$ cat src/pid_consts.svh
`ifndef PID_CONSTS_SVH
`define PID_CONSTS_SVH

// ------------------------------
// Pipeline sizing
// ------------------------------
`define PID_N_CHAN      4       // Control channels
`define PID_N_SRC       8       // Sensor sources
`define PID_W_CHAN      2       // log2 of channel count
`define PID_W_SRC       3       // log2 of source count

// ------------------------------
// Datapath widths
// ------------------------------
`define PID_W_DIN       18      // Raw sample
`define PID_W_COMP      48      // Sums, products, deltas
`define PID_W_DOUT      32      // Accumulated output
`define PID_W_OPRND     16      // Gains, multipliers, shifts
`define PID_W_OS        4       // Oversample log2

// Config bus
`define PID_W_WR_ADDR   4
`define PID_W_WR_CHAN   4       // Channel or source select
`define PID_W_WR_DATA   32

`endif

$ cat src/pid_types_pkg.sv
`include "pid_consts.svh"

package pid_types_pkg;

    // Index types, unsigned
    typedef logic        [`PID_W_CHAN-1:0]  chan_t;
    typedef logic        [`PID_W_SRC-1:0]   src_t;

    // Signed datapath values
    typedef logic signed [`PID_W_DIN-1:0]   sample_t;
    typedef logic signed [`PID_W_COMP-1:0]  comp_t;
    typedef logic signed [`PID_W_DOUT-1:0]  dout_t;
    typedef logic signed [`PID_W_OPRND-1:0] oprnd_t;

    // ------------------------------
    // Beats between stages, dv high for one cycle
    // ------------------------------
    typedef struct packed {
        logic    dv;
        src_t    src;       // Originating sensor
        sample_t data;
    } src_beat_t;

    typedef struct packed {
        logic    dv;
        chan_t   chan;
        sample_t sample;
    } chan_beat_t;

    typedef struct packed {
        logic    dv;
        chan_t   chan;
        comp_t   comp;      // PID delta
    } comp_beat_t;

    typedef struct packed {
        logic    dv;
        chan_t   chan;
        dout_t   dout;      // Saturated channel output
    } out_beat_t;

endpackage

$ cat src/pid_cfg_pkg.sv
`include "pid_consts.svh"

package pid_cfg_pkg;

    // Register map
    typedef enum logic [`PID_W_WR_ADDR-1:0] {
        CFG_ROUTE    = 0,   // chan selects source, data[4] enable, low bits channel
        CFG_OS_LOG   = 1,   // Oversample log2
        CFG_KP       = 2,
        CFG_KI       = 3,
        CFG_KD       = 4,
        CFG_SETPOINT = 5,
        CFG_OUT_MULT = 6,   // Output gain
        CFG_OUT_RS   = 7    // Output right shift
    } cfg_addr_e;

    // ------------------------------
    // Write bus, one register per cycle while en high
    // ------------------------------
    typedef struct packed {
        logic                       en;
        cfg_addr_e                  addr;
        logic [`PID_W_WR_CHAN-1:0]  chan;   // Channel, or source for CFG_ROUTE
        logic [`PID_W_WR_DATA-1:0]  data;
    } cfg_wr_t;

endpackage

$ cat src/oversample_filter.sv
`timescale 1ns/1ps
`include "pid_consts.svh"

module oversample_filter (
    input  logic                       clk_in,
    input  logic                       arst_n,
    input  pid_cfg_pkg::cfg_wr_t       cfg,
    input  pid_types_pkg::chan_beat_t  in_beat,
    output pid_types_pkg::chan_beat_t  out_beat
);
    import pid_types_pkg::*;
    import pid_cfg_pkg::*;

    // Counter must hold 2^os_log for the largest os_log
    localparam int W_CNT = (1 << `PID_W_OS);
    typedef logic [W_CNT-1:0] cnt_t;

    logic [`PID_W_OS-1:0] os_log [`PID_N_CHAN];
    comp_t                sum    [`PID_N_CHAN];   // Running group sum
    cnt_t                 cnt    [`PID_N_CHAN];   // Samples already in group

    logic    cfg_wr;
    chan_t   cfg_ch;
    comp_t   sum_nxt;
    cnt_t    cnt_nxt;
    cnt_t    grp_len;                            // 2^os_log of incoming channel
    logic    grp_done;
    sample_t avg;
    logic    dv_q;
    chan_t   chan_q;
    sample_t sample_q;

    assign cfg_wr = cfg.en && (cfg.addr == CFG_OS_LOG) && (cfg.chan < `PID_N_CHAN);
    assign cfg_ch = chan_t'(cfg.chan);

    // ------------------------------
    // Group arithmetic for the incoming channel
    // ------------------------------
    always_comb begin
        sum_nxt  = sum[in_beat.chan] + comp_t'(in_beat.sample);  // Sign extend
        cnt_nxt  = cnt[in_beat.chan] + cnt_t'(1);
        grp_len  = cnt_t'(1) << os_log[in_beat.chan];
        grp_done = (cnt_nxt == grp_len);
        avg      = sample_t'(sum_nxt >>> os_log[in_beat.chan]);
    end

    always_ff @(posedge clk_in or negedge arst_n) begin
        if (!arst_n) begin
            for (int i = 0; i < `PID_N_CHAN; i++) begin
                os_log[i] <= '0;
                sum[i]    <= '0;
                cnt[i]    <= '0;
            end
            dv_q <= 1'b0;
        end else begin
            // New group size restarts that channel
            if (cfg_wr) begin
                os_log[cfg_ch] <= cfg.data[`PID_W_OS-1:0];
                sum[cfg_ch]    <= '0;
                cnt[cfg_ch]    <= '0;
            end
            if (in_beat.dv) begin
                sum[in_beat.chan] <= grp_done ? '0 : sum_nxt;
                cnt[in_beat.chan] <= grp_done ? '0 : cnt_nxt;
            end
            dv_q <= in_beat.dv && grp_done;   // One beat per completed group
        end
    end

    always_ff @(posedge clk_in) begin
        if (in_beat.dv && grp_done) begin
            chan_q   <= in_beat.chan;
            sample_q <= avg;
        end
    end

    assign out_beat = '{dv: dv_q, chan: chan_q, sample: sample_q};

    a_cnt_bound: assert property (@(posedge clk_in) disable iff (!arst_n)
        in_beat.dv |-> (cnt[in_beat.chan] < grp_len))
        else $error("oversample count overrun on channel %0d", in_beat.chan);

endmodule

$ cat config.mk
export PLATFORM = sky130hd
export DESIGN_NAME = oversample_filter
export DESIGN_NICKNAME = d
export VERILOG_FILES = /design/src/pid_types_pkg.sv /design/src/pid_cfg_pkg.sv /design/src/oversample_filter.sv
export VERILOG_INCLUDE_DIRS = /design/src /design/src/src
export SDC_FILE = /design/constraint.sdc
export NUM_CORES = 1
export LEC_CHECK = 0
export ABC_AREA = 1
export BUFFER_PORTS_ARGS = -buffer_cell sky130_fd_sc_hd__buf_2
export CAP_MARGIN = 20
export CORE_MARGIN = 3
export CORE_UTILIZATION = 45
export DETAILED_ROUTE_END_ITERATION = 8
export SYNTH_ARGS = -nofsm -noshare
export SYNTH_HDL_FRONTEND = slang
export SYNTH_SLANG_ARGS = --single-unit
$ cat constraint.sdc
create_clock -name clk_in -period 7.51 [get_ports clk_in]
set_input_delay 0.3755 -clock clk_in [delete_from_list [all_inputs] [get_ports clk_in]]
set_output_delay 0.3755 -clock clk_in [all_outputs]
set_load 0.02 [all_outputs]
=== Yosys cells after proc, flatten, opt, wreduce, memory -nomap -nowiden ===
Cells that the tools add are included.

* Shift operators: 2
* Equality and inequality tests: 2
* Multiplexer cells: 28
* $add $sub $neg: 2
* Reductions and logical operators: 5
* Order comparisons: 5
* Bitwise operators: 6

{| class="wikitable"
|+ Operators by type and width
! kind !! count
|-
| $mux 192 || 2
|-
| $mux 48 || 5
|-
| $and 192x192->192 || 1
|-
| $bwmux 192 || 1
|-
| $demux 48 s2 || 2
|-
| $not 192->192 || 1
|-
| $mux 64 || 2
|-
| $bmux 48 s2 || 1
|-
| $mux 16 || 5
|-
| $and 64x64->64 || 1
|-
| $bwmux 64 || 1
|-
| $demux 16 s2 || 2
|-
| $not 64->64 || 1
|-
| $add 48x18->48 || 1
|-
| $sshr 48x4->18 || 1
|-
| $bmux 16 s2 || 1
|-
| $add 16x1->16 const B || 1
|-
| $bwmux 16 || 1
|-
| $eq 16x16->1 || 1
|-
| $shl 1x4->16 const A || 1
|-
| $mux 4 || 3
|-
| $bmux 4 s2 || 1
|-
| $demux 4 s2 || 1
|-
| $ge 3x3->1 const B || 2
|-
| other kinds (5) || 11
|}

* Flip-flop bits (word level): 293
* Bits of input ports: 64
* Output and inout port bits: 21
* Word-level logic and storage cells: 65

=== Depth between registers and ports, before layout ===
Gate-level depths: netlist (run 1).

* Word-level depth: 10
* Depth in mapped cells: 24
* Gate-level depth less buffers: 22

=== Worst setup path before layout (run 1) ===
OpenSTA, ideal clock, no wires.

* Path kind: input port to flip-flop
* From: input port in_beat[18] in the netlist's numbering
* To: register chan_q[0] (enable)
* Stages: 19
* Path buffers: 3
* Data arrival time: 3256 ps
* Setup slack: 3856 ps
* Library setup time: 398 ps
* Data required time: 7112 ps
* Cells stage by stage: buf_4 -> inv_6 -> buf_4 -> nand2_1 -> nand2_1 -> nand2_1 -> nand2_1 -> ha_1 -> nand2_1 -> nor2_1 -> nand3_1 -> nand2_1 -> nand2_1 -> nand2_1 -> nand3_1 -> nor2_1 -> nand3_2 -> buf_2 -> nor2_1

* Word-level cells in the longest chain between the ends: 7
* Elaborated cells on any way between the ends: 11
* Those cells by class: 1 x add/sub; 1 x eq/ne; 1 x shift; 6 x mux; 1 x bitwise; 1 x reduce/logical

{| class="wikitable"
|+ RTL lines
! element !! line !! text
|-
| start, declared || oversample_filter.sv:8 || <nowiki>input pid_types_pkg::chan_beat_t in_beat,</nowiki>
|-
| $not 2->3 (not written as such) (*) || oversample_filter.sv:41, oversample_filter.sv:42 ||
|-
| $bmux 16 s2 or $bmux 4 s2 (tied branches) || oversample_filter.sv:41, oversample_filter.sv:42 ||
|-
| $mux 16 (not written as such) or $mux 4 (tied branches) (2 in a row) || oversample_filter.sv:41, oversample_filter.sv:42 ||
|-
| $add 16x1->16 or $shl 1x4->16 (tied branches) || oversample_filter.sv:41, oversample_filter.sv:42 ||
|-
| $eq 16x16->1 (*) || oversample_filter.sv:43 || <nowiki>grp_done = (cnt_nxt == grp_len);</nowiki>
|-
| $logic_and 1x1->1 (*) || oversample_filter.sv:71 || <nowiki>if (in_beat.dv && grp_done) begin</nowiki>
|-
| end signal, assigned || oversample_filter.sv:72 || <nowiki>chan_q <= in_beat.chan;</nowiki>
|-
| end, declared || oversample_filter.sv:30 || <nowiki>chan_t chan_q;</nowiki>
|}

Every way passes the cells marked *; elsewhere a longest branch is shown, timed or not. The select of a mux whose other input is x is not followed.
A chain may end at the register's enable or synchronous reset.

=== Final worst setup path (run 1) ===
* From: input port in_beat[19] in the netlist's numbering
* To: register sample_q[6], data pin

* Word-level cells in the longest chain between the ends: 6
* Elaborated cells on any way between the ends: 9
* Those cells by class: 1 x add/sub; 1 x shift; 6 x mux; 1 x bitwise

{| class="wikitable"
|+ RTL lines
! element !! line !! text
|-
| $not 2->3 (not written as such) (*) || oversample_filter.sv:40, oversample_filter.sv:44 ||
|-
| $bmux 48 s2 || oversample_filter.sv:40 || <nowiki>sum_nxt = sum[in_beat.chan] + comp_t'(in_beat.sample);</nowiki>
|-
| $mux 48 (not written as such) (2 in a row) || oversample_filter.sv:40 ||
|-
| $add 48x18->48 || oversample_filter.sv:40 ||
|-
| $sshr 48x4->18 (*) || oversample_filter.sv:44 || <nowiki>avg = sample_t'(sum_nxt >>> os_log[in_beat.chan]);</nowiki>
|-
| net avg[6] || oversample_filter.sv:28 || <nowiki>sample_t avg;</nowiki>
|-
| end signal, assigned || oversample_filter.sv:73 || <nowiki>sample_q <= avg;</nowiki>
|-
| end, declared || oversample_filter.sv:31 || <nowiki>sample_t sample_q;</nowiki>
|}

The timed path passes the listed nets; every way through them passes the cells marked *. The select of a mux whose other input is x is not followed.

==> results.md, run 1 <==
* Top_reg_cell synth: dfrtp_1
* Vias/cell at between 5 and 6
* Register Area at between 0.005 and 0.006 mm2
* Die X at 190.5 um
* Power Density at 356.7 mW/mm2
* Simple-gate share of the synthesized area at 43.88%
* Reg clk slew, reported paths at ~0.060 ns
* Synthesis Warnings at 0
* Synth Area in Compound Gates at 6.176%
* Largest net degree at the start of global routing at a little under 200
* CTS tree: done
* Yosys cell types at 40
* Worst-Skew Late Latency at roughly 0.56 ns
* Worst r2r path cells at 16
* Detail Route Antenna Nets at 0
* Core area at 0.03303 mm2
* Final period util at between 60% and 70%
* GR Util All Layers at 29.41%
* Worst Skew at around 0.014 ns
* Post-synth EDFFs at 20
* Met2 usage at between 40 and 50%
* Clock sink count at ~230
* Drt pass-1 iters at 7
* IO Pins at 85
* DRC at 0
* TritonCTS buffer count at 28
* # port buffers at 56
* Post-synthesis cell count at about 2,200
* Critical Path RT at roughly 7.8 ns
* N_diodes at 0
* Arr. time, crit path at slightly below 5 ns
* CTS max path bufs at 3
* Setup tns final at 0 ns
* Critical Path Start Type: input port
* Post-synthesis area per instance at just under 7 um2
* HP Class: in -> reg
* Initial antenna violation count at 0
* R2R Path Start: sum[144]
* Root buffer cell: clkbuf_16
* Int Pwr at ~3300 uW
* Asr flop ratio synth at 91.42%
* Post-layout util at roughly half
* Synth Area in Adders at 2.827%
* Area Growth Syn to Fin at 9.060%
* Leak pwr at 0.008792 uW
* Initial Util at approximately 46%
* Final setup fails at 0
* Clock share of power at a little under a quarter
* Mux cell area share after synthesis at 0%
* Largest family of logic cells by synthesized area: simple AND/OR/NAND/NOR gates
* M3 GR Usage at between 5 and 6%
* Overflow after GRT at 0
* Outcome: finished, final reports clean
* Switching Power at between 2000 and 3000 uW
* XOR/XNOR Fraction of Synth Area at 0.9150%
* FF+latch count, synth at about 230
* Gp weighted congestion at about 0.99
* Worst Slack Setup Final at 2.933 ns
* Place WS at between 2 and 2.5 ns
* Filler cells at around 3,400
* DR WL/cell at 20.21 um
* Multi-input logic area at between 0.008 and 0.009 mm2
* Worst-Margin Slew at between 0.9 and 1 ns
* First-pass GRT wire length at about 84 mm
* Sw Share at 45.01%
* Peak VDD IR at between 200 and 300 uV
* Part of the Yosys area used for sequential elements at approximately 39%
* Start point of the critical path: in_beat[19]
* WS Path Type: in -> reg
* Gate power share at between 40% and 50%
* Fmax at approximately 0.22 GHz
* # rows at between 60 and 70
* Grt met1 use at 43.15%
* HPWL after detailed placement at ~34 mm
* Hold Vio Cnt, Final at 0
* Crit-path max FO at 28
* Unrepaired setup endpoints after global routing: no
* Mapped Nets at ~2,300
* Reg2Reg Setup Slack at 3.95 ns
* Die height at around 190 um
* Critical path endpoint: sample_q[6]
* Share of cells above drive strength 1 at roughly 7.6%
* Max Slew Vio Count at 0
* Max cap viols at 0
* GR peak layer: met2
* Die Area at about 0.036 mm2
* Hold Worst Slack at 0.1292 ns
* Routed vias at about 16,000
* Slew margin rel. at a little under two fifths
* Worst setup EP type: register
* Synthesized area at about 0.015 mm2
* Post-CTS Resized at 0
* Nets at roughly 2,300
* Total wire length at 54.09 mm
* Number of global-route vias before repair at 14,700
* Register share of total power at about 31%
* Worst r2r dst: sample_q[6]
* Final min period at between 4 and 5 ns
* Initial drt markers at roughly 1,400
* CTS H-Tree Depth at 1
## metal layers
metal,part of all wire (%),up-vias
met5,0,-
met4,2.2,0
met3,8.7,80
met2,44,677
met1,45,7545
li1,-,7433
## worst max-delay path, stage by stage
cell and delay, ns:
buf_2 0.41, buf_4 0.37, inv_4 0.20, nor2_4 0.63, buf_4 0.42, a22oi_1 0.11, nand2_1 0.09, ha_1 0.27
nand2_1 0.14, inv_1 0.06, nand2_1 0.05, and2_1 0.15, nor2_1 0.06, nor2_1 0.07, o21ai_0 0.15, xnor2_1 0.58
nand2_1 0.14, nand3_1 0.12, nand3_1 0.07, nand2_1 0.08, o21ai_0 0.19
## Yosys cell counts, types with 3 or more instances
library cell	n	share of area [%]
nor2_4	3	0.22
inv_2	9	0.22
nor2_2	9	0.37
and2_1	4	0.16
o211ai_1	4	0.20
edfxtp_1	20	3.9
buf_4	7	0.34
nor2_1	107	2.6
xor2_1	6	0.34
clkbuf_1	85	2.1
ha_1	33	2.7
dfrtp_1	213	35
a22oi_1	51	2.5
a21oi_1	39	1.3
inv_1	107	2.6
a21o_1	3	0.15
nand3b_1	4	0.20
o21ai_0	53	1.7
buf_6	18	1.3
buf_2	16	0.52
buf_1	11	0.27
nand3_1	641	21
xnor2_1	10	0.57
nor3_1	6	0.20
nand2_1	745	18
nand4_1	12	0.49
## flip-flops by register name, indices dropped and copies added, names as in the netlist
register  count
sample_q     18
chan_q        2
sum         132
dv_q          1
os_log       16
cnt          64
## per-stage QoR
stage / instance area (um2) / cells / power [uW]
floorplan: 15320 / 2234 / 3832
global placement: 15730 / 2622 / 4481
detailed placement: 15730 / 2622 / 4522
CTS: 16680 / 2675 / 5932
global route: 16700 / 2676 / 6360
finish: 16700 / 2676 / 5959
## power by group through the flow
| stage | Combinational [uW] | Sequential, uW | Clock [uW] |
|---|---|---|---|
| floorplan | 1940 | 1890 | 0 |
| global placement | 2610 | 1870 | 0 |
| detailed placement | 2640 | 1890 | 0 |
| CTS | 2650 | 1860 | 1420 |
| global route | 2990 | 1910 | 1460 |
| finish | 2700 | 1870 | 1390 |
## worst min-delay path by stage
stage	endpoint	slack [ns]	cells after the start	start
after floorplan	cnt[0]	0.08	0	arst_n
final	os_log[14]	0.13	3	cfg[2]
after detailed placement	cnt[55]	0.47	1	arst_n
after global routing	os_log[8]	0.15	3	cfg[0]
after global placement	os_log[4]	0.47	2	os_log[4]
after CTS	os_log[14]	0.11	3	cfg[2]
## placed cells by master (no fill, tap or decap), types with 10 or more instances in the layout
cell type,instances
nand4_1,12
dfrtp_1,213
clkbuf_16,29
nor2_2,11
buf_2,55
xnor2_1,10
a21oi_1,39
ha_1,33
edfxtp_1,20
inv_2,13
buf_4,26
nor2_1,102
inv_1,103
o21ai_0,53
nand2_1,742
a22oi_1,51
nand3_1,639
## cells by family after synthesis
logic type | Yosys count
AND/OR/NAND/NOR | 1539
buffers and inverters | 255
flip-flops | 233
AO/OA/AOI/OAI | 157
adder cells (fa/ha/maj) | 34
XOR/XNOR | 16
## final cells by class
cell class                 instances  area share [%]
timing repair buffer              85           3.236
tap                              442           3.311
multi-input combinational       1746           49.64
clock inverter                    16           1.056
inverter                         118           2.697
clock buffer                      36           4.554
sequential                       233           35.51
## repair_timing
action                                 in CTS  in global routing
buffers inserted                            0                  0
endpoints found under the hold margin      96                  0
hold buffers                                1                  0
Note: power is estimated with default switching activity, not from simulation.
==> run 2, diff against run 1 <==
--- a/config.mk
+++ b/config.mk
@@ -6,7 +6,7 @@
 export SDC_FILE = /design/constraint.sdc
 export NUM_CORES = 1
 export LEC_CHECK = 0
-export ABC_AREA = 1
+export ABC_AREA = 0
 export BUFFER_PORTS_ARGS = -buffer_cell sky130_fd_sc_hd__buf_2
 export CAP_MARGIN = 20
 export CORE_MARGIN = 3
==> constraint.sdc (replaced) <==
create_clock -name clk_in -period 4.53 [get_ports clk_in]
set_input_delay 0.2265 -clock clk_in [delete_from_list [all_inputs] [get_ports clk_in]]
set_output_delay 0.2265 -clock clk_in [all_outputs]
set_load 0.02 [all_outputs]
==> run 2 against run 1 <==
  * Hold slack improved by 0.035 ns
  * Register-to-register slack got worse by 3.7 ns
  * Die area shrank 2.1%
  * Routed wire length down 18%
  * Worst setup slack worse by 2.7 ns
  * Synthesized area fell by 2.2%
  * Sequential power up 69%
  * Utilization is 0.72 points higher
  * Largest power group unchanged
==> results.md, run 2 <==
* Max Slew Vio Count at 0
* Number of global-route vias before repair at 12,400
* Arr. time, crit path at 4.58 ns
* GR Util All Layers at between 20% and 30%
* Max FFs per register at between 100 and 150
* N_diodes at 0
* Register bank with the most flops: sum
* Core area at between 0.03 and 0.04 mm2
* Routed vias at around 13,000
* Asr flop ratio synth at around nine tenths
* Synthesis Warnings at 0
* Total wire length at between 40 and 50 mm
* Detail Route Antenna Nets at 0
* Fmax at 0.2327 GHz
* Post-CTS Resized at 0
* FF+latch count, synth at approximately 230
* Worst-Margin Slew at ~1 ns
* Vias/cell at roughly 6.5
* Regs by FF count: sum (132), cnt (64), sample_q (18)
* Largest net degree at the start of global routing at 110
* Synth area leaders: dfrtp_1, o31ai_1, mux4_2
* Clock sink count at between 200 and 250
* CTS max path bufs at 3
* Part of the Yosys area used for sequential elements at around two fifths
* Hold Worst Slack at 0.1643 ns
* Gp weighted congestion at around 0.94
* Cell taking the most area after synthesis: dfrtp_1
* Top_reg_cell synth: dfrtp_1
* Peak VDD IR at between 200 and 300 uV
* Die height at between 150 and 200 um
* R2R Path Start: sum[0]
* Post-synth EDFFs at 20
* HP Class: in -> reg
* Post-layout util at around half
* HPWL after detailed placement at 29.57 mm
* Most common cell in the netlist: nand3_1
* Critical path, cell by cell: mux4_2, ha_1, fa_1, a21o_1, a221o_1, a211o_1, o21ai_1, xnor2_1, a21oi_1, nor2_1, a21o_1, mux4_2
* Crit-path slowest cell: mux4_2
* Worst hold start: in_beat[20]
* Slew margin rel. at 33.46%
* Unrepaired setup endpoints after global routing: no
* Max incr delay on CP at between 0.4 and 0.5 ns
* Nets at 1,618
* Total setup buffers inserted after CTS at 0
* Power Density at 654.4 mW/mm2
* Synthesized area at 0.01498 mm2
* Worst-Skew Late Latency at roughly 0.55 ns
* WS Path Type: reg -> reg
* Most frequent cells in the layout: dfrtp_1, nand3_1, o31ai_1, nand2_1, buf_4
* Final setup fails at 0
* Critical Path Start Type: register
* Placed Area at about 0.016 mm2
* DRC at 0
* Initial drt markers at between 1,000 and 1,500
* # port buffers at 56
* Mapped Nets at ~1,600
* Setup tns final at 0 ns
* Worst setup EP type: register
* Reg clk slew, reported paths at approximately 0.060 ns
* TritonCTS buffer count at 28
* Critical Path RT at between 4 and 5 ns
* Initial antenna violation count at 0
* Worst Skew at 0.01210 ns
* Outcome: finished, final reports clean
* Final Cell Area at between 0.015 and 0.02 mm2
* Crit-path max FO at 6
* Initial Util at between 40% and 50%
* Leak pwr at 0.007098 uW
* Drt pass-1 iters at 5
* Top-area cell type share of the netlist area at a little over a third
* IO Pins at 85
* Yosys cell types at between 70 and 80
* # rows at 66
* CTS H-Tree Depth at 1
* Start point of the critical path: sum[0]
* First-pass GRT wire length at ~71 mm
* Post-synthesis cell count at about 1,500
* CTS tree: done
* Commonest non-fill, non-tap cell in the layout: dfrtp_1
* Commonest cells in the netlist: nand3_1, dfrtp_1, o31ai_1
* Hold Vio Cnt, Final at 0
* Die X at 188.5 um
* Tot Pwr at approximately 11,000 uW
* Overflow after GRT at 0
* DR WL/cell at approximately 22 um
* Final period util at between 90 and 100%
* Final min period at 4.298 ns
* Die Area at between 0.03 and 0.04 mm2
* Root buffer cell: clkbuf_16
* Share of cells above drive strength 1 at about a fifth
* Post-synthesis area per instance at approximately 10 um2
* Area Growth Syn to Fin at 11.97%
* Max cap viols at 0
==> run 2: cells by family after synthesis <==
kind of cell | after synthesis | share of synthesized area [%]
AOI/OAI and AO/OA | 462 | 22.31
and+or+nand+nor | 463 | 15.89
DFF | 233 | 39.59
adders and majority gates | 34 | 2.890
muxes | 107 | 11.99
xor gates and xnor gates | 37 | 2.163
buffers and inverters | 159 | 5.162
==> run 2: worst paths after layout <==
kind                            slack (ns)  depth (start not counted)           to
worst max-delay path                  0.23                         12  sample_q[7]
worst max register to register        0.23                         12  sample_q[7]
worst min register to register        0.49                          2      sum[73]
min in group asynchronous             0.30                          2     sum[161]
max in group asynchronous             3.11                          3      cnt[11]
worst min-delay path                  0.16                          3      cnt[63]
==> run 2: repair_timing <==
| action | CTS | global route |
|---|---|---|
| endpoints found under the setup margin | 0 | 0 |
| hold endpoints to repair | 120 | 0 |
| hold buffers | 5 | 0 |
==> run 2: where the power goes <==
group	total [uW]	internal (uW)	switching, uW
sequential	3160	2830	335
clock	2170	1270	907
combinational	5640	2270	3380
==> run 2: critical path: cells and delay by family, from the launching register on <==
family / cells / cell delay, ns
AO/OA/AOI/OAI: 6 / 1.84
multiplexers: 2 / 0.92
adder cells (fa/ha/maj): 2 / 0.64
XOR/XNOR: 1 / 0.17
flip-flops: 1 / 0.38
AND/OR/NAND/NOR: 1 / 0.08
==> run 2: area by class of cell <==
class                      count  area, um2
tap                          442      553.0
fill                        3062      15930
multi-input combinational   1103       8314
clock buffer                  41      830.8
sequential                   233       5931
inverter                      15      56.30
clock inverter                11      61.31
timing repair buffer         139       1026
==> run 2: layer usage <==
layer | up-vias | part of all wire [%] | track usage, %
met5 | - | 0 | 0
met4 | 0 | 2.7 | 7.018
met3 | 89 | 5.8 | 2.940
met2 | 431 | 46 | 38.78
met1 | 6350 | 46 | 36.39
li1 | 5937 | - | -
==> run 2: per-stage QoR <==
stage / worst slack, ns / std cells
floorplan: 0.01221 / 1495
global placement: 0.1626 / 1926
detailed placement: 0.1099 / 1926
CTS: 0.2337 / 1983
global route: 0.04214 / 1984
finish: 0.2320 / 1984
